**src/soc_pkg.sv**
```systemverilog
package soc_pkg;

	// -------------------------------------------------------------------
	// master bus geometry
	// -------------------------------------------------------------------
	localparam int BUS_W = 128;     // master data width
	localparam int ADR_W = 32;      // byte address
	localparam int SEL_W = 16;      // one select per byte lane
	localparam int IO_W  = 32;      // i/o side data width
	localparam int LANES = 4;       // 32-bit lanes per bus word

	// -------------------------------------------------------------------
	// address map
	// -------------------------------------------------------------------
	localparam int SCR_ADR_BITS = 10;             // 1024 words of 16 bytes
	localparam logic [17:0] SCR_TAG = 18'h00000;  // adr[31:14]
	localparam logic [19:0] IO_TAG  = 20'hFFDC0;  // adr[31:12]

	// register offsets, adr[11:4]
	localparam logic [7:0] LED_OFS  = 8'h06;  // leds out, switches in
	localparam logic [7:0] SSEG_OFS = 8'h00;  // display data
	localparam logic [7:0] BTN_OFS  = 8'h09;  // debounced buttons

	localparam int NUM_BTNS   = 5;
	localparam int NUM_DIGITS = 8;

	// timing
	localparam int DEBOUNCE_CYCLES = 16;  // stable cycles before a change
	localparam int SCAN_BITS       = 4;   // prescaler, 16 clocks per digit
	localparam int BUS_TIMEOUT     = 64;  // unacked cycles before err

	// one bus word, seen flat or as four i/o lanes
	typedef union packed {
		logic [BUS_W-1:0]           word;
		logic [LANES-1:0][IO_W-1:0] lane;  // lane 0 in bits 31..0
	} bus_word_u;

endpackage

```
**src/bus_timeout.sv**
```systemverilog
`timescale 1ns/1ps

module bus_timeout (
	input  logic clk,
	input  logic rst,
	input  logic cyc_i,
	input  logic stb_i,
	input  logic ack_i,   // merged slave ack
	output logic err_o    // one-cycle bus error
);
	import soc_pkg::*;

	logic [$clog2(BUS_TIMEOUT)-1:0] cnt;  // cycles waited so far

	always_ff @(posedge clk) begin
		if (rst) begin
			cnt   <= '0;
			err_o <= 1'b0;
		end else begin
			err_o <= 1'b0;
			if (!cyc_i || ack_i || err_o) begin
				cnt <= '0;                 // cycle over or answered
			end else if (stb_i) begin
				if (cnt == BUS_TIMEOUT - 1) begin
					err_o <= 1'b1;         // nobody home
					cnt   <= '0;
				end else begin
					cnt <= cnt + 1'b1;
				end
			end
		end
	end

endmodule

```
**config.mk**
```make
export PLATFORM = sky130hd
export DESIGN_NAME = bus_timeout
export DESIGN_NICKNAME = d
export VERILOG_FILES = /design/src/soc_pkg.sv /design/src/bus_timeout.sv
export SDC_FILE = /design/constraint.sdc
export NUM_CORES = 1
export LEC_CHECK = 0
export ABC_AREA = 1
export BUFFER_PORTS_ARGS = -buffer_cell sky130_fd_sc_hd__buf_2
export CORE_AREA = 5 5 42 44
export DETAILED_ROUTE_END_ITERATION = 7
export DIE_AREA = 0 0 47 49
export MAX_ROUTING_LAYER = met4
export PLACE_DENSITY = 0.41
export SLEW_MARGIN = 0
export SYNTH_ARGS = -nofsm -noshare
export SYNTH_HDL_FRONTEND = slang
export SYNTH_SLANG_ARGS = --single-unit
```
**constraint.sdc**
```tcl
create_clock -name clk -period 2.65 [get_ports clk]
set_input_delay 0.3975 -clock clk [delete_from_list [all_inputs] [get_ports clk]]
set_output_delay 0.3975 -clock clk [all_outputs]
set_load 0.1 [all_outputs]
```
* Word-level counts from Yosys, hierarchy flattened
Index checks and enable logic that the tools add are counted.
** Word-level totals
- Word-level logic and storage cells :: 12
- Memories :: 0
- Bits in read-only memories :: 0
- Bits of input ports :: 5
- Latch bits :: 0
- Memory bits (writable) :: 0
- Output and inout port bits :: 1
- Register bits after elaboration :: 7
** Operators by class
- Equality and inequality tests :: 1
- Add/subtract/negate cells :: 1
- Mux-type cells :: 2
- Reductions and logical operators :: 5
- Shift-type cells :: 0
- Divide/modulo/power cells :: 0
- Bitwise operators :: 1
- Magnitude comparators :: 0
- $mul :: 0
** Operators by type and width (count)
- adder 6 x 1 -> 6 bit, second input constant :: 1
- equality test 6 bit, second input constant :: 1
- two-way mux 6 bit :: 1
- OR reduction 3 bit :: 1
- logical OR 1 bit :: 2
- OR reduction 2 bit :: 1
- zero test 1 bit :: 1
- two-way mux 1 bit :: 1
- inverter 1 bit :: 1

* Depth between registers and ports, before layout
Gate-level depths: netlist of the first run.
- Depth in word-level cells :: 4
- Gate-level depth with buffers :: 6
- Depth with buffers taken out :: 6

* Least setup slack after synthesis of the first run
Ideal clock, no wire load.
- Path type :: reg2reg
- Start :: register err_o
- End :: register cnt[3]
- Period minus slack after synthesis :: 1.455 ns
- Buffers on the path :: 0
- Stages on the path, launching flop included :: 6
- Data arrival time :: 1.344 ns
- Slack :: 1.195 ns
- Required time :: 2.538 ns
- Setup time :: 0.112 ns
- Cell sequence :: dfxtp_1 > inv_1 > nand3_1 > inv_1 > nand2_2 > nor2_1
** On the way
- Longest elaborated chain between the ends :: 2
** RTL lines
- from (decl) :: RTL line bus_timeout.sv:9 : output logic err_o
- from (signal assigned) :: RTL line bus_timeout.sv:18 : err_o <= 1'b0;
- from (signal assigned) :: RTL line bus_timeout.sv:20 : err_o <= 1'b0;
- from (signal assigned) :: RTL line bus_timeout.sv:25 : err_o <= 1'b1;
- logical OR 1 bit :: RTL line bus_timeout.sv:21 : if (!cyc_i || ack_i || err_o) begin
- OR reduction 2 bit (no source line)
- to (signal assigned) :: RTL line bus_timeout.sv:28 : cnt <= cnt + 1'b1;
- to (decl) :: RTL line bus_timeout.sv:13 : logic [$clog2(BUS_TIMEOUT)-1:0] cnt;
Every way passes these cells.
A chain may end at the register's enable or synchronous reset.

* Final worst setup path of the first run
- Start :: register err_o
- End :: output err_o
No word-level cell between the ends.

==> impl_results.md, run 1 <==
* Status: complete, no violations
* Async S/R FF share, synth at 0
* Worst IR Drop VDD at 0.000283 V
* Die ar. at 0.00230 mm2
* Routed WL at 652 um
* Initial core utilization at 0.238
* Netlist cell types at 12
* Critical Path AT at 990 ps
* Core area at 0.00140 mm2
* CTS clk-pin slew, worst paths at 50 ps
* Total Routing Usage GR at 0.0765
* Buf/Inv on CP at 1
* Critical Path Sink Type: output port
* Clk root buf: clkbuf_4
* Skew-Pair Late Insertion Delay at 250 ps
* Number of remaining DRC errors at 0
* Area contributors post-synth: dfxtp_1, nand2_1, nor2_1
* CP Depth at 1
* CP delay by family, top: buffers and inverters
* Critical Path Max Stage Delay at 420 ps
* Clk sinks at 7
* Min cycle time layout at 1390 ps
* Area after DPL at 379 um2
* Post-Synth Simple-Gate Area at 0.408
* Hold WS at 440 ps
* Largest net degree at the start of global routing at 7
* TritonCTS clock tree: done
* #FFs+latches synth at 7
* Syn_area_per_cell at 6.68 um2
* Final core occ at 0.289
* Tot Pwr at 0.212 mW
* Cells after Synth at 50
* Ports at 6
* PD cells at 523 mW/mm2
* Synth Area in Compound Gates at 0.0674
* TritonRoute pass-1 iters at 2
* Flip-flop and latch area at 140 um2
* HPWL after DPL at 519 um
* Grt total ovfl at 0
* Post-Syn Nets at 56
* Multiplexer area fraction after synthesis at 0
* Slew Limit Headroom at 0.679
* Warnings from Yosys at 0
* Final setup fails at 0
* First-pass GRT wire length at 1170 um
* Die width at 47 um
* Post-synth top cells: nand2_1, nor2_1, dfxtp_1
* Top FF cell, synth: dfxtp_1
* Crit-path cells: buf_2
* Starting DRT DRC Count at 10
* Fmax at 720 MHz
* Buffers on Ports at 5
* Adder-Cell Fraction of Synth Area at 0.0375
* Post-route cell area at 405 um2
* Count of pins over their slew limit at 0
* Clk_skew at 0.525 ps
* Initial antenna violation count at 0
* Critical path's slowest cell: buf_2
* Max-cap check violation count at 0
* Layout area overhead at 21.3%
* Post-cts hold buffer count at 0
* Critical Path Start Type: flop
* Share of cells above drive strength 1 at 0.203
* Setup TNS Final at 0 ps
* CTS Buf Count at 3
* CP Class: reg2out
* H-tree levels at 1
* Worst-Margin Slew at 485 ps
* Vias in the first global route at 278
* Antenna-violating nets left at 0
* Number of synthesized flops with an enable pin at 0
* Fin crit share at 0.524
* DR vias at 300
* Count leader, synth: nand2_1
* Crit path from: err_o$_SDFF_PP0_
* Rows at 14
* XOR/XNOR share of the synthesized area at 0
* Reg2Reg Capture Point: cnt[5]$_SDFFE_PP0P_
* Drt wl/cell at 8.69 um
* Max clock buf depth at 2
* Hold Path Class: in2reg
* Vias per cell at 4.00
* Multi-input logic area at 171 um2
* Reg2Reg Launch Point: cnt[0]$_SDFFE_PP0P_
* Die Ht at 49 um
* N_diodes at 0
* Post-CTS sizing at 0
* Reg2Reg Setup Slack at 1580 ps
* Post-synthesis instance area at 334 um2
* RSZ-0062 raised after global routing: no
* Register area share after synthesis at 0.419
* Area leader, netlist: dfxtp_1
* CP Data Required Time at 2250 ps
* Worst Setup EP: err_o
* Fin. Hold Viols at 0
* Fill count at 172
* Final Wtd Congestion at 0.653
* Final #Nets at 66
* Worst Reg2Reg Path Length in Cells at 6
* Crit-path max FO at 2
* Leak at 0.156 nW
* Largest family of logic cells by synthesized area: simple AND/OR/NAND/NOR gates
* # Post-CTS Setup Buffers at 0
* Share of the synthesized area in the top cell type at 0.419
## flip-flops by register name, summed over array words and instances, names as in the netlist
| name | flops |
|---|---|
| err_o | 1 |
| cnt | 6 |
## worst min-delay path: cells and delay by family
family	cells	cell delay [ps]
buf+inv	1	130
simple gates	1	60
compound gates	1	50
## cell type report
cell class | count | area share
multi-input cells | 37 | 0.423
repair buffers | 5 | 0.0617
inverters | 6 | 0.0556
flip-flops and latches | 7 | 0.346
well taps | 16 | 0.0494
clock buffers | 4 | 0.0648
## kinds of logic (layout without fill, tap and decap cells)
kind of cell,Yosys count,after routing
and+or+nand+nor,32,32
DFF,7,7
buffers and inverters,6,15
AOI/OAI and AO/OA,4,4
adders and majority gates,1,1
## where the power goes
| group | internal, mW | switching, mW | leakage, nW | total, mW |
|---|---|---|---|---|
| clock | 0.0574 | 0.0388 | 0.0150 | 0.0962 |
| sequential | 0.106 | 0.000390 | 0.0564 | 0.106 |
| combinational | 0.00385 | 0.00558 | 0.0848 | 0.00942 |
| total | 0.167 | 0.0448 | 0.156 | 0.212 |
## per-stage QoR
| step | cells | setup WS, ps |
|---|---|---|
| floorplan | 50 | 1190 |
| finish | 75 | 1260 |
| CTS | 75 | 1250 |
| global route | 75 | 1220 |
| detailed placement | 71 | 1520 |
| global placement | 71 | 1530 |
## worst min path at each step
stage          cells after the start  slack, ps                start                   to
3_3_place_gp                       2        480  cnt[1]$_SDFFE_PP0P_  cnt[1]$_SDFFE_PP0P_
5_1_grt                            3        450                stb_i  cnt[1]$_SDFFE_PP0P_
2_1_floorplan                      2        460  cnt[1]$_SDFFE_PP0P_  cnt[1]$_SDFFE_PP0P_
6_report                           3        440                stb_i  cnt[1]$_SDFFE_PP0P_
4_1_cts                            3        440                stb_i  cnt[1]$_SDFFE_PP0P_
3_5_place_dp                       2        480  cnt[1]$_SDFFE_PP0P_  cnt[1]$_SDFFE_PP0P_
## cell usage in the layout (no fill, tap or decap), drive strengths merged
master / Yosys / layout
ha: 1 / 1
buf: 0 / 5
a21oi: 3 / 3
nand2: 18 / 18
nor3: 1 / 1
inv: 6 / 6
dfxtp: 7 / 7
clkbuf: 0 / 4
nand3: 2 / 2
o21bai: 1 / 1
nor2: 11 / 11
## layer usage
| layer | GRT usage | wire (um) |
|---|---|---|
| met1 | 0.0901 | 317 |
| met2 | 0.0905 | 276 |
| met3 | 0.0369 | 28 |
| met4 | 0.0691 | 29 |
| met5 | - | 0 |
Power figures use the tool's default switching activity.
==> run 2, diff against run 1 <==
--- a/config.mk
+++ b/config.mk
@@ -11,7 +11,7 @@
 export DETAILED_ROUTE_END_ITERATION = 7
 export DIE_AREA = 0 0 47 49
 export MAX_ROUTING_LAYER = met4
-export PLACE_DENSITY = 0.41
+export PLACE_DENSITY = 0.43
 export SLEW_MARGIN = 0
 export SYNTH_ARGS = -nofsm -noshare
 export SYNTH_HDL_FRONTEND = slang
==> constraint.sdc (replaced) <==
create_clock -name clk -period 1.15 [get_ports clk]
set_input_delay 0.1725 -clock clk [delete_from_list [all_inputs] [get_ports clk]]
set_output_delay 0.1725 -clock clk [all_outputs]
set_load 0.1 [all_outputs]
==> impl_results.md, run 2 (synthesized netlist as in run 1, its figures left out) <==
* Status: complete, no violations
* Final Wtd Congestion at 0.702
* Switch share at 0.217
* TritonRoute pass-1 iters at 2
* Crit-path cells: ha_1, nand2_1, nor2_4, nand2_2, nand2_2, nor2_1
* Vias per cell at 3.91
* Most common cell after layout, fill and taps aside: nand2_1
* CP Data Required Time at 1290 ps
* DR vias at 293
* Critical Path Start Type: flop
* Core area at 0.00140 mm2
* TritonCTS clock tree: done
* Die ar. at 0.00230 mm2
* Hold Path Class: in2reg
* Die width at 47 um
* Final setup fails at 0
* Initial antenna violation count at 0
* Slew Limit Headroom at 0.874
* Count of pins over their slew limit at 0
* Layout area overhead at 27.0%
* Min cycle time layout at 1040 ps
* H-tree levels at 1
* Critical Path Sink Type: flop
* Critical path's slowest cell: dfxtp_2
* Vias in the first global route at 264
* Leak at 0.160 nW
* Combinational share of power at 0.044
* Routed WL at 620 um
* Final core occ at 0.303
* CP delay by family, top: simple AND/OR/NAND/NOR gates
* Drt wl/cell at 8.27 um
* CTS clk-pin slew, worst paths at 60 ps
* Number of remaining DRC errors at 0
* CP Class: reg2reg
* Total Routing Usage GR at 0.0715
* Clk sinks at 7
* HPWL after DPL at 501 um
* Largest net degree at the start of global routing at 7
* Initial core utilization at 0.238
* Largest registers: cnt: 6 flops, err_o: 1 flops
* Critical Path AT at 1180 ps
* Internal power at 0.385 mW
* First-pass GRT wire length at 1100 um
* Reg power frac at 0.497
* Most flops, register: cnt
* Ports at 6
* Worst IR Drop VDD at 0.000395 V
* Most frequent cells in the layout: nand2_1, nor2_1, inv_1, dfxtp_1, buf_2
* Buf/Inv on CP at 0
* Max clock buf depth at 2
* PD cells at 1160 mW/mm2
* Antenna-violating nets left at 0
* Setup TNS Final at 0 ps
* N_diodes at 0
* Crit-path max FO at 4
* Critical Path Max Stage Delay at 340 ps
* Fin crit share at 0.905
* Worst-Margin Slew at 188 ps
* Max-cap check violation count at 0
* RSZ-0062 raised after global routing: no
* # Post-CTS Setup Buffers at 0
* Max FFs per register at 6
* Clk_skew at 2.87 ps
* Final #Nets at 66
* Fmax at 961 MHz
* Die Ht at 49 um
* Rows at 14
* Most used cell along the critical path: nand2_2
* CTS Buf Count at 3
* Fin. Hold Viols at 0
* Psw at 0.107 mW
* Buffers on Ports at 5
* Starting DRT DRC Count at 1
* Post-CTS sizing at 0
* Grt total ovfl at 0
* Share of cells above drive strength 1 at 0.254
* Post-cts hold buffer count at 0
* Clk root buf: clkbuf_4
* Skew-Pair Late Insertion Delay at 250 ps
* Clk pwr share at 0.458
run 2: cell type report:
type                            instances  area [um2]
Clock buffer                            4        26.3
Fill cell                             171         977
Inverter                                6        22.5
Multi-Input combinational cell         37         171
Sequential cell                         7         144
Tap cell                               16        20.0
Timing Repair Buffer                    5        40.0
run 2: worst paths after layout:
| check | start | to | slack, ps | depth (start not counted) |
|---|---|---|---|---|
| setup / recovery | cnt[1]$_SDFFE_PP0P_ | cnt[3]$_SDFFE_PP0P_ | 110 | 6 |
| hold / removal | stb_i | cnt[1]$_SDFFE_PP0P_ | 200 | 3 |
| setup reg to reg | cnt[1]$_SDFFE_PP0P_ | cnt[3]$_SDFFE_PP0P_ | 110 | 6 |
| hold reg to reg | cnt[1]$_SDFFE_PP0P_ | cnt[1]$_SDFFE_PP0P_ | 470 | 2 |
run 2: per-stage QoR:
stage	hold slack, ps	std cells	power (mW)	setup slack (ps)	area, um2
3_3_place_gp	476	71	0.272	83.3	395
5_1_grt	221	75	0.519	15.8	424
2_1_floorplan	313	50	0.261	10.4	335
4_1_cts	212	75	0.504	72.6	422
6_report	204	75	0.493	109	424
3_5_place_dp	482	71	0.272	81.7	395
run 2: power groups by stage:
stage	clock, mW	combinational [mW]	sequential [mW]
floorplan	0	0.0115	0.250
global placement	0	0.0224	0.250
detailed placement	0	0.0222	0.250
CTS	0.237	0.0224	0.245
global route	0.250	0.0248	0.245
finish	0.226	0.0219	0.245
run 2: worst min-delay path, stage by stage:
cell,delay (ps)
buf_2,130
nand2_1,60
a21oi_1,50
run 2: layer usage:
layer  vias to the layer above  share of wire  global-route usage
met5                         -              0                   -
met4                         0          0.023              0.0691
met3                         2          0.045              0.0369
met2                         2           0.44              0.0837
met1                       118           0.48              0.0813
li1                        171              -                   -
