[config.mk]
export PLATFORM = sky130hd
export DESIGN_NAME = io_bridge
export DESIGN_NICKNAME = d
export VERILOG_FILES = /design/src/soc_pkg.sv /design/src/io_bridge.sv
export SDC_FILE = /design/constraint.sdc
export NUM_CORES = 1
export LEC_CHECK = 0
export BUFFER_PORTS_ARGS = -buffer_cell sky130_fd_sc_hd__buf_2
export CORE_AREA = 2 2 143 145
export DETAILED_ROUTE_END_ITERATION = 8
export DIE_AREA = 0 0 145 147
export GPL_TIMING_DRIVEN = 0
export PLACE_DENSITY_LB_ADDON = 0.25
export SYNTH_ARGS = -nofsm -noshare
export SYNTH_HDL_FRONTEND = slang
export SYNTH_SLANG_ARGS = --single-unit
[constraint.sdc]
create_clock -name clk -period 15.4 [get_ports clk]
set_clock_uncertainty 0.15 [all_clocks]
set_input_delay 3.08 -clock clk [delete_from_list [all_inputs] [get_ports clk]]
set_output_delay 3.08 -clock clk [all_outputs]
set_load 0.02 [all_outputs]
[src/soc_pkg.sv]
package soc_pkg;

	// -------------------------------------------------------------------
	// master bus geometry
	// -------------------------------------------------------------------
	localparam int BUS_W = 128;     // master data width
	localparam int ADR_W = 32;      // byte address
	localparam int SEL_W = 16;      // one select per byte lane
	localparam int IO_W  = 32;      // i/o side data width
	localparam int LANES = 4;       // 32-bit lanes per bus word

	// -------------------------------------------------------------------
	// address map
	// -------------------------------------------------------------------
	localparam int SCR_ADR_BITS = 10;             // 1024 words of 16 bytes
	localparam logic [17:0] SCR_TAG = 18'h00000;  // adr[31:14]
	localparam logic [19:0] IO_TAG  = 20'hFFDC0;  // adr[31:12]

	// register offsets, adr[11:4]
	localparam logic [7:0] LED_OFS  = 8'h06;  // leds out, switches in
	localparam logic [7:0] SSEG_OFS = 8'h00;  // display data
	localparam logic [7:0] BTN_OFS  = 8'h09;  // debounced buttons

	localparam int NUM_BTNS   = 5;
	localparam int NUM_DIGITS = 8;

	// timing
	localparam int DEBOUNCE_CYCLES = 16;  // stable cycles before a change
	localparam int SCAN_BITS       = 4;   // prescaler, 16 clocks per digit
	localparam int BUS_TIMEOUT     = 64;  // unacked cycles before err

	// one bus word, seen flat or as four i/o lanes
	typedef union packed {
		logic [BUS_W-1:0]           word;
		logic [LANES-1:0][IO_W-1:0] lane;  // lane 0 in bits 31..0
	} bus_word_u;

endpackage

[src/io_bridge.sv]
`timescale 1ns/1ps

module io_bridge (
	input  logic                      clk,
	input  logic                      rst,
	input  logic                      s_cyc_i,
	input  logic                      s_stb_i,
	input  logic                      s_we_i,
	input  logic                      s_cs_i,    // decode hit from top
	input  logic [soc_pkg::ADR_W-1:0] s_adr_i,
	input  logic [soc_pkg::BUS_W-1:0] s_dat_i,
	output logic                      s_ack_o,
	output logic [soc_pkg::BUS_W-1:0] s_dat_o,
	output logic                      io_cyc_o,
	output logic                      io_stb_o,
	output logic                      io_we_o,
	output logic [7:0]                io_adr_o,
	output logic [soc_pkg::IO_W-1:0]  io_dat_o,
	input  logic                      io_ack_i,
	input  logic [soc_pkg::IO_W-1:0]  io_dat_i
);
	import soc_pkg::*;

	// fsm, one flop per state, idle when none is set
	logic issue_q;   // strobe on the i/o side
	logic resp_q;    // ack toward the master
	logic hold_q;    // wait for release, or for timeout on a miss
	logic idle;
	logic start;

	logic [$clog2(LANES)-1:0] lane_q;   // adr[3:2] of this access
	bus_word_u                wr_word;
	bus_word_u                rd_word;

	assign idle  = ~(issue_q | resp_q | hold_q);
	assign start = idle & s_cyc_i & s_stb_i & s_cs_i;

	always_comb begin
		wr_word.word         = s_dat_i;
		rd_word              = '0;        // unused lanes read zero
		rd_word.lane[lane_q] = io_dat_i;
	end

	always_ff @(posedge clk) begin
		if (rst || !s_cyc_i) begin
			issue_q <= 1'b0;              // master gone, back to idle
			resp_q  <= 1'b0;
			hold_q  <= 1'b0;
		end else begin
			issue_q <= start;             // single strobe
			resp_q  <= issue_q & io_ack_i;
			hold_q  <= (issue_q & ~io_ack_i) | resp_q | (hold_q & s_stb_i);
		end
	end

	// address and write lane latched at the request edge
	always_ff @(posedge clk) begin
		if (start) begin
			io_adr_o <= s_adr_i[11:4];
			io_we_o  <= s_we_i;
			io_dat_o <= wr_word.lane[s_adr_i[3:2]];  // byte selects ignored
			lane_q   <= s_adr_i[3:2];
		end
		if (issue_q)
			s_dat_o <= rd_word.word;       // read data back in its lane
	end

	assign io_cyc_o = issue_q;
	assign io_stb_o = issue_q;
	assign s_ack_o  = resp_q;

endmodule

# ---- Yosys cells after proc, flatten, opt, wreduce, memory -nomap -nowiden
# Index checks and enable logic that the tools add are counted.
dict set report totals {
  regBits 174
  input_bits 199
  output_inout_bits 172
  elab_cells 31
}
dict set report classes {
  n_lt_le_gt_ge 3
  mux 4
  bitwise 13
  n_reduce_logical 3
}
# operator count
set ops {}
lappend ops {{$and 128x128->128} 1}
lappend ops {{$bmux 32 s2} 1}
lappend ops {{$demux 32 s2} 1}
lappend ops {{$mux 32} 2}
lappend ops {{$and 1x1->1} 6}
lappend ops {{$lt 2x3->1 const B} 2}
lappend ops {{$or 1x1->1} 4}
lappend ops {{$ge 2x1->1 const B} 1}
lappend ops {{$not 1->1} 2}
lappend ops {{$logic_and 1x1->1} 1}
lappend ops {{$logic_not 1->1} 1}
lappend ops {{$logic_or 1x1->1} 1}

# ---- Logic depth before layout (Yosys ltp)
# Gate-level depths: netlist of run 1.
dict set report depth {
  depth_word 6
  mapped_depth 3
  ltp_nobuf 2
}

# ---- Least setup slack after synthesis of run 1
# Ideal clock, no wire load.
dict set report synth_timing {
  kind {register -> output}
  from {register issue_q (netlist: io_cyc_o)}
  to {output port io_stb_o}
  arrival_ns 3.791
  required_time_ns 12.170
  slack_ns 8.379
  path_stages_with_launch 2
  path_buffers 1
  cell_sequence {dfxtp_1 buf_4}
}
# item line_no
set synth_rtl {}
lappend synth_rtl {{start, declared} io_bridge.sv:25} ;# logic issue_q;
lappend synth_rtl {{start signal, assigned} io_bridge.sv:50} ;# issue_q <= start;
lappend synth_rtl {{end, declared} io_bridge.sv:15} ;# output logic io_stb_o,
# No word-level cell between the ends.

# ---- Final worst setup path of run 1
dict set report layout_timing {
  from {register issue_q (netlist: io_cyc_o)}
  to {output port io_stb_o}
}
# No word-level cell between the ends.

==> results_dict.tcl, run 1 <==
set metrics [dict create \
    switching_share_pct 22.5 \
    rsz0062_at_grt "no" \
    setup_viol 0 \
    port_buffers 348 \
    fin_crit_sh_pct 34.4 \
    hold_buffers 0 \
    rrSetupSlack_ns 13.12 \
    p_sw_uw 233 \
    p_leak_nw 3.91 \
    hold_ws_ns 0.351 \
    route.antenna.remaining_nets 0 \
    p_clk_share_pct 39.8 \
    postSynthAreaPerCell_um2 18.8 \
    grt_pass1_wl_um 28000 \
    hp-class "flip-flop to flip-flop" \
    drc_errors 0 \
    multiInputGateArea_mm2 0.00160 \
    synthDistinctLibCells 20 \
    area_growth_pct 39.1 \
    drtPass1Iterations 4 \
    combPwrFrac_pct 8.4 \
    power_frac_seq_pct 51.8 \
    crit_start "io_cyc_o$_SDFF_PP0_" \
    clk_pin_slew_ns 0.06 \
    gp_congestion 0.859 \
    crit_arrival_ns 2.06 \
    grt_max_degree 72 \
    worstSetupEndpointType "output pin" \
    antenna_found_initial 2 \
    wl_per_cell_um 18.0 \
    cp-start-kind "flip-flop" \
    cts_setup_buffers 0 \
    powerDensity_mw_per_mm2 107 \
    io_pins 371 \
    num_vias 4712 \
    cp.required_ns 12.17 \
    grt_usage_pct 17.4 \
    maxSlewViolCount 0 \
    ys_seq_elements 174 \
    drv_cap 0 \
    cts_resized 0 \
    yosysSeqAreaShare_pct 74.7 \
    register_area_mm2 0.00520 \
    fmax_mhz 189 \
    p_total_mw 1.03 \
    die_y_um 147 \
    fin_setup_tns_ns 0 \
    nets 940 \
    row_count 52 \
    ir_drop_v 0.0000696 \
    hpwl_um 14100 \
    cts_tree "yes" \
    avgViaCountPerCell 4.60 \
    drive_gt1_share_pct 55.9 \
    start_util_pct 35.0 \
    nFillCells 1776 \
    root_buffer "clkbuf_16" \
    ys_top_cells_by_area "edfxtp_1 74%, mux4_2 9.7%, and2_1 8.6%" \
    clk_latency_ns 0.42 \
    r2r_cells 3 \
    hold_viol 0 \
    max-slew-margin-rel_pct 41.2 \
    syn_area_mm2 0.00695 \
    htree_num_levels 4 \
    yosysTopAreaCell "edfxtp_1" \
    clock_path_buffers 2 \
    die-area_mm2 0.0213 \
    synth_nets 569 \
    first_global_vias 5051 \
    overflow 0 \
    p_int_uw 802 \
    period_minus_slack_ns 5.29 \
    yosys_warnings 0 \
    path_max_fanout 71 \
    critical_path_class "flip-flop to output pin" \
    endpoint "io_stb_o" \
    coreArea_mm2 0.0198 \
    drtIter0Drc 189 \
    synthCells 370 \
    r2r-start "io_cyc_o$_SDFF_PP0_" \
    cts_buffers 17 \
    cts_sinks 174 \
    synth_top_area_share_pct 73.9 \
    worstMarginPinSlew_ns 0.878 \
    status "finished, final reports clean" \
    die_w_um 145 \
    timing.rr.end "io_adr_o[5]$_DFFE_PP_" \
    wl_um 18500 \
]
-- cell families (layout without fill, tap and decap cells) --
group	after synthesis	in the layout	synth area share, %
DFF	174	174	74.7
and+or+nand+nor	138	138	12.4
other	0	2	0
muxes	32	32	10.5
buffers and inverters	25	408	2.27
AOI/OAI and AO/OA	1	1	0.126
-- metrics by stage --
step / instances / utilization, % / cell area [µm²] / setup slack (ns)
floorplan: 370 / - / 6950 / 8.38
global placement: 988 / 45.5 / 9030 / 5.50
detailed placement: 992 / 45.9 / 9100 / 10.45
CTS: 1023 / 48.7 / 9660 / 10.08
global route: 1023 / 48.7 / 9660 / 9.96
finish: 1025 / 48.7 / 9670 / 10.11
-- area by class of cell --
cell class	instances	area share (%)
flip-flops and latches	174	53.8
repair buffers	352	18.6
multi-input cells	171	16.6
clock buffers	19	4.48
well taps	270	3.49
plain buffers	23	1.55
clock inverters	12	1.35
inverters	2	0.0776
diodes	2	0.0518
-- sequential cells by signal, indices dropped and copies added (netlist names) --
name and cells:
s_dat_o 128, io_dat_o 32, io_adr_o 8, lane_q 2
hold_q 1, io_cyc_o 1, io_we_o 1, s_ack_o 1
-- worst min path at each step --
stage                              endpoint  depth (start not counted)  slack (ns)          startpoint
after floorplan           hold_q$_SDFF_PP0_                          2        0.30   hold_q$_SDFF_PP0_
after global placement    hold_q$_SDFF_PP0_                          2        0.32  s_ack_o$_SDFF_PP0_
after detailed placement  hold_q$_SDFF_PP0_                          2        0.35  s_ack_o$_SDFF_PP0_
after CTS                 hold_q$_SDFF_PP0_                          2        0.36   hold_q$_SDFF_PP0_
after global routing      hold_q$_SDFF_PP0_                          2        0.39  s_ack_o$_SDFF_PP0_
final                     hold_q$_SDFF_PP0_                          2        0.35   hold_q$_SDFF_PP0_
-- layer usage --
layer | global-route usage [%] | share of wire, % | vias up
li1 | - | - | 2165
met1 | 19.3 | 38 | 2283
met2 | 31.7 | 53 | 236
met3 | 5.28 | 6.7 | 28
met4 | 6.19 | 2.7 | 0
met5 | 0 | 0 | -
-- worst max-delay path: stages, from the launching register on --
cell     delay, ns
dfxtp_4       0.88
buf_16        0.36
buf_4         0.17
buf_2         0.15
-- cells in the mapped netlist (all sizes together) --
library cell and n:
nand2 2, clkbuf 15, nand4bb 1, inv 2, and2 96, and3 32
edfxtp 171, nor4 1, dfxtp 3, mux4 32, nor3 2, a311oi 1
buf 8, and2b 2, nand2b 1, nor2 1
-- placed cells by master (no fill, tap or decap), types with 2 or more instances in the layout --
cell type	instances
and2_1	96
clkbuf_1	17
edfxtp_1	171
inv_6	4
clkinvlp_4	2
and2b_1	2
nand2_1	2
and3_1	32
mux4_2	30
clkinv_4	2
buf_2	351
buf_12	3
dfxtp_1	2
mux4_1	2
diode_2	2
buf_6	4
clkbuf_16	17
inv_1	2
-- power groups by stage --
stage | registers (mW) | logic, mW | clock network (mW)
finish | 0.536 | 0.0867 | 0.412
global route | 0.538 | 0.0940 | 0.440
CTS | 0.537 | 0.0881 | 0.422
detailed placement | 0.547 | 0.0880 | 0
global placement | 0.550 | 0.0834 | 0
floorplan | 0.563 | 0.0290 | 0
Power figures use the tool's default switching activity.
==> run 2: changes to the inputs <==
- ABC_AREA: default -> 1
- CORE_AREA: 2 2 143 145 -> 2 2 145 147
- DIE_AREA: 0 0 145 147 -> 0 0 147 149
- clock period: 15.4 -> 4.35 ns (I/O delays scaled with it)
==> results_dict.tcl, run 2 <==
set metrics [dict create \
    root_buffer "clkbuf_16" \
    drive_gt1_share_pct 37.0 \
    synthDistinctLibCells 10 \
    cts_setup_buffers 0 \
    critical_path_class "flip-flop to output pin" \
    row_count 53 \
    cp-start-kind "flip-flop" \
    synth-xor-area-share_pct 0 \
    crit_family "buffers and inverters" \
    num_vias 6066 \
    ys_seq_elements 174 \
    path_max_fanout 58 \
    wl_um 20300 \
    final_cell_mix "369 x buf_2, 171 x edfxtp_1, 169 x inv_1, 169 x nand2_1, 133 x nor2_1" \
    gp_congestion 0.851 \
    drv_cap 0 \
    clk_pin_slew_ns 0.07 \
    antenna_found_initial 2 \
    max-slew-margin-rel_pct 79.7 \
    grt_max_degree 59 \
    grt_usage_pct 18.2 \
    hp-class "flip-flop to flip-flop" \
    postSynthAreaPerCell_um2 10.1 \
    hold_viol 0 \
    synth_top_area_share_pct 68.3 \
    synth_top_family_by_area "simple AND/OR/NAND/NOR gates" \
    fmax_mhz 342 \
    largest_register "s_dat_o" \
    setup_viol 0 \
    fin_cells 1406 \
    setup_ws_ns 1.42 \
    rrSetupSlack_ns 2.67 \
    coreArea_mm2 0.0206 \
    port_buffers 348 \
    overflow 0 \
    synth_ff_type "edfxtp_1" \
    drtIter0Drc 276 \
    synth-compound-area-share_pct 0 \
    max_stage_delay_ns 0.54 \
    worstSetupEndpointType "output pin" \
    cp.required_ns 3.33 \
    fin_crit_sh_pct 67.3 \
    start_util_pct 36.6 \
    dp_slack_ns 1.84 \
    reg_top3 "s_dat_o x128, io_dat_o x32, io_adr_o x8" \
    grt_pass1_wl_um 30400 \
    yosysSeqAreaShare_pct 69.1 \
    route.antenna.remaining_nets 0 \
    hpwl_um 15300 \
    yosys_warnings 0 \
    synth_fa_ha_area_share_pct 0 \
    rsz0062_at_grt "no" \
    first_global_vias 5806 \
    period_minus_slack_ns 2.93 \
    die_w_um 147 \
    yosys-top-cells-count "171 x edfxtp_1, 170 x inv_1, 169 x nand2_1, 133 x nor2_1, 66 x nand3_1" \
    ys_top_cells_by_area "edfxtp_1 68%, inv_1 8.5%, nand2_1 8.4%" \
    clock_path_buffers 2 \
    worstMarginPinSlew_ns 0.304 \
    die-area_mm2 0.0219 \
    placed_cells 1372 \
    hold_buffers 0 \
    htree_num_levels 4 \
    p_leak_nw 5.19 \
    largest_register_ffs 128 \
    cp_num_buf_inv 4 \
    synth_edf_count 171 \
    wl_per_cell_um 14.4 \
    drtPass1Iterations 5 \
    crit_arrival_ns 1.91 \
    synth-simple-area-share_pct 19.5 \
    placed_area_mm2 0.00969 \
    synth_nets 945 \
    synth.most_common_cell "edfxtp_1" \
    status "finished, final reports clean" \
    synthCells 746 \
    syn_area_mm2 0.00752 \
    avgViaCountPerCell 4.31 \
    io_pins 371 \
    cp_cell_sequence "buf_16 > buf_16 > buf_4 > buf_2" \
    maxSlewViolCount 0 \
    yosysTopAreaCell "edfxtp_1" \
    final_common_cell "buf_2" \
    fin_area_mm2 0.0103 \
    ir_drop_v 0.000220 \
    drc_errors 0 \
    cts_buffers 17 \
    die_y_um 149 \
    async_reset_ff_share_pct 0 \
    clk_latency_ns 0.42 \
    synthMuxAreaShare_pct 0 \
    fin_setup_tns_ns 0 \
    crit_top_cell "buf_16" \
    nets 1315 \
    powerDensity_mw_per_mm2 360 \
    cts_resized 0 \
    cts_tree "yes" \
    cp_slowest_cell "dfxtp_4" \
    cts_sinks 174 \
    area_growth_pct 36.8 \
]
## run 2: cell count changes after synthesis, moves of 15 or more
| cell | delta |
|---|---|
| and3_1 | -32 |
| nand3_1 | +66 |
| mux4_2 | -30 |
| inv_1 | +168 |
| clkbuf_1 | -15 |
| and2_1 | -96 |
| nor2_1 | +132 |
| nand2_1 | +167 |
| buf_2 | +18 |
## run 2: worst min-delay path: stages, from the launching register on
cell,delay [ns]
dfxtp_1,0.32
nand2_1,0.06
nand3_1,0.07
nand2_1,0.05
inv_1,0.03
## run 2: metrics by stage
step                power, mW  hold WS (ns)  utilization (%)
finish                   3.70         0.422             50.0
global route             3.84         0.448             50.0
CTS                      3.74         0.429             50.0
detailed placement       2.25         0.397             47.1
global placement         2.24         0.378             46.7
floorplan                2.09         0.348                -
## run 2: final timing paths
check | startpoint | to | depth (start not counted)
setup / recovery | io_cyc_o$_SDFF_PP0_ | io_stb_o | 4
hold / removal | hold_q$_SDFF_PP0_ | hold_q$_SDFF_PP0_ | 4
setup reg to reg | io_cyc_o$_SDFF_PP0_ | s_dat_o[86]$_DFFE_PP_ | 2
hold reg to reg | hold_q$_SDFF_PP0_ | hold_q$_SDFF_PP0_ | 4
## run 2: cell type report
type / count / area [µm²]
Clock buffer: 18 / 429
Tap cell: 275 / 344
Clock inverter: 14 / 168
Multi-Input combinational cell: 368 / 1460
Timing Repair Buffer: 351 / 1820
Buffer: 33 / 221
Antenna cell: 2 / 5.00
Inverter: 171 / 642
Fill cell: 1961 / 10300
Sequential cell: 174 / 5200
## run 2: metal layers
metal  up-vias  share of wire [%]  GRT usage [%]
met1      2685                 39           21.3
li1       3041                  -              -
met4         0                2.7           8.37
met2       304                 50           31.5
met5         -                  0              0
met3        36                8.5           4.92
## run 2: kinds of logic (layout without fill, tap and decap cells)
logic type    Yosys count  in the layout
other cells             0              2
buf+inv               204            587
flops                 174            174
simple gates          368            368
## run 2: report_power, final
part,internal [mW],switching (mW)
clock network,0.776,0.722
logic,0.135,0.201
registers,1.86,0.00730
total,2.77,0.930
==> run 3: changes to the inputs <==
- CORE_AREA: 2 2 145 147 -> 2 2 143 145
- DIE_AREA: 0 0 147 149 -> 0 0 145 147
- clock period: 4.35 -> 2.9 ns (I/O delays scaled with it)
==> results_dict.tcl, run 3 (synthesis gave the netlist of run 2 again) <==
set metrics [dict create \
    status "finished, final reports clean" \
    cts_resized 0 \
    drtPass1Iterations 5 \
    first_global_vias 5846 \
    critical_path_class "flip-flop to output pin" \
    cp_cell_sequence "buf_4 > buf_2" \
    r2r-start "io_cyc_o$_SDFF_PP0_" \
    switching_share_pct 25.5 \
    nFillCells 1837 \
    largest_register_ffs 128 \
    hold_buffers 0 \
    row_count 52 \
    num_vias 6057 \
    maxSlewViolCount 0 \
    cp-start-kind "flip-flop" \
    r2r_cells 4 \
    io_pins 371 \
    placed_cells 1367 \
    power_frac_seq_pct 50.3 \
    cts_tree "yes" \
    wl_um 20400 \
    htree_num_levels 4 \
    cts_sinks 174 \
    final_common_cell "buf_2" \
    die_w_um 145 \
    ir_drop_v 0.000359 \
    area_growth_pct 36.7 \
    max_stage_delay_ns 0.60 \
    hold_viol 0 \
    start_util_pct 37.9 \
    cp.required_ns 2.17 \
    drtIter0Drc 285 \
    grt_max_degree 60 \
    die_y_um 147 \
    fin_area_mm2 0.0103 \
    hp-start "s_we_i" \
    path_max_fanout 28 \
    setup_viol 0 \
    period_minus_slack_ns 2.09 \
    gp_congestion 0.851 \
    largest_register "s_dat_o" \
    cp_slowest_cell "dfxtp_4" \
    powerDensity_mw_per_mm2 543 \
    fmax_mhz 478 \
    cts_buffers 17 \
    p_clk_share_pct 40.7 \
    nets 1315 \
    rrSetupSlack_ns 1.12 \
    reg_top3 "s_dat_o x128, io_dat_o x32, io_adr_o x8" \
    fin_crit_sh_pct 72.2 \
    worstMarginPinSlew_ns 0.388 \
    clk_latency_ns 0.43 \
    rsz0062_at_grt "no" \
    drv_cap 0 \
    hp-class "input pin to flip-flop" \
    max-slew-margin-rel_pct 74.1 \
    worstSetupEndpointType "output pin" \
    root_buffer "clkbuf_16" \
    worst_hold_path.endpoint "io_we_o$_DFFE_PP_" \
    hpwl_um 15200 \
    timing.rr.end "io_dat_o[13]$_DFFE_PP_" \
    clk_pin_slew_ns 0.08 \
    wl_per_cell_um 14.6 \
    p_sw_mw 1.42 \
    final_cell_mix "369 x buf_2, 171 x edfxtp_1, 169 x inv_1, 169 x nand2_1, 133 x nor2_1" \
    drive_gt1_share_pct 37.0 \
    grt_pass1_wl_um 30900 \
    p_leak_nw 5.19 \
    route.antenna.remaining_nets 0 \
    port_buffers 348 \
    coreArea_mm2 0.0198 \
    drc_errors 0 \
    cts_setup_buffers 0 \
    fin_cells 1400 \
    crit_arrival_ns 1.36 \
    placed_area_mm2 0.00968 \
    overflow 0 \
    antenna_found_initial 3 \
    p_int_mw 4.16 \
    clock_path_buffers 2 \
    grt_usage_pct 18.9 \
    die-area_mm2 0.0213 \
    avgViaCountPerCell 4.33 \
    combPwrFrac_pct 9.0 \
    min_delay_path_depth 1 \
]
==> run 3: cell types whose count changed in the layout (fill, tap and decap cells not counted) <==
cell      before  now
inv_8          3    2
diode_2        2    1
clkinv_1       0    1
inv_6          4    3
clkinv_4       2    3
clkinv_8       5    6
clkbuf_1       1    0
==> run 3: through the flow <==
stage | worst slack, ns | utilization, % | TNS (ns) | power [mW] | hold WS (ns)
6_report | 0.808 | 51.8 | 0 | 5.58 | 0.167
5_1_grt | 0.759 | 51.8 | 0 | 5.78 | 0.151
4_1_cts | 0.788 | 51.8 | 0 | 5.63 | 0.149
3_5_place_dp | 0.955 | 48.8 | 0 | 3.37 | 0.401
3_3_place_gp | -0.303 | 48.4 | -12.78 | 3.36 | 0.392
2_1_floorplan | 0.365 | - | 0 | 3.14 | 0.345
==> run 3: cell type report <==
| type | instances | area [µm²] | share of cell area [%] |
|---|---|---|---|
| Antenna cell | 1 | 2.50 | 0.0243 |
| Buffer | 33 | 221 | 2.15 |
| Clock buffer | 17 | 425 | 4.14 |
| Clock inverter | 15 | 176 | 1.72 |
| Inverter | 171 | 642 | 6.24 |
| Multi-Input combinational cell | 368 | 1460 | 14.2 |
| Sequential cell | 174 | 5200 | 50.5 |
| Tap cell | 270 | 338 | 3.28 |
| Timing Repair Buffer | 351 | 1820 | 17.7 |
==> run 3: power by group through the flow <==
stage / clock network (mW) / registers [mW] / logic (mW)
finish: 2.27 / 2.81 / 0.502
global route: 2.41 / 2.81 / 0.564
CTS: 2.31 / 2.81 / 0.507
detailed placement: 0 / 2.86 / 0.506
global placement: 0 / 2.87 / 0.487
floorplan: 0 / 2.92 / 0.220
==> run 3: worst max-delay path, delay by kind of cell, from the launching register on <==
kind / cells / cell delay, ns
flip-flops: 1 / 0.60
buffers and inverters: 2 / 0.32
==> run 3: how the worst max path moves through the flow <==
stage | startpoint | slack, ns | endpoint
after detailed placement | s_cyc_i | 0.95 | io_dat_o[11]$_DFFE_PP_
after global routing | io_cyc_o$_SDFF_PP0_ | 0.76 | io_stb_o
after global placement | io_cyc_o$_SDFF_PP0_ | -0.30 | io_dat_o[11]$_DFFE_PP_
after CTS | io_cyc_o$_SDFF_PP0_ | 0.79 | io_stb_o
after floorplan | io_cyc_o$_SDFF_PP0_ | 0.37 | io_adr_o[0]$_DFFE_PP_
final | io_cyc_o$_SDFF_PP0_ | 0.81 | io_stb_o
==> run 3: layer usage <==
metal	GRT usage (%)	up-vias	routed length, µm
met4	7.18	2	416
met5	0	-	13
met1	21.6	2715	7870
met2	33.5	282	10400
li1	-	3032	-
met3	5.65	26	1750
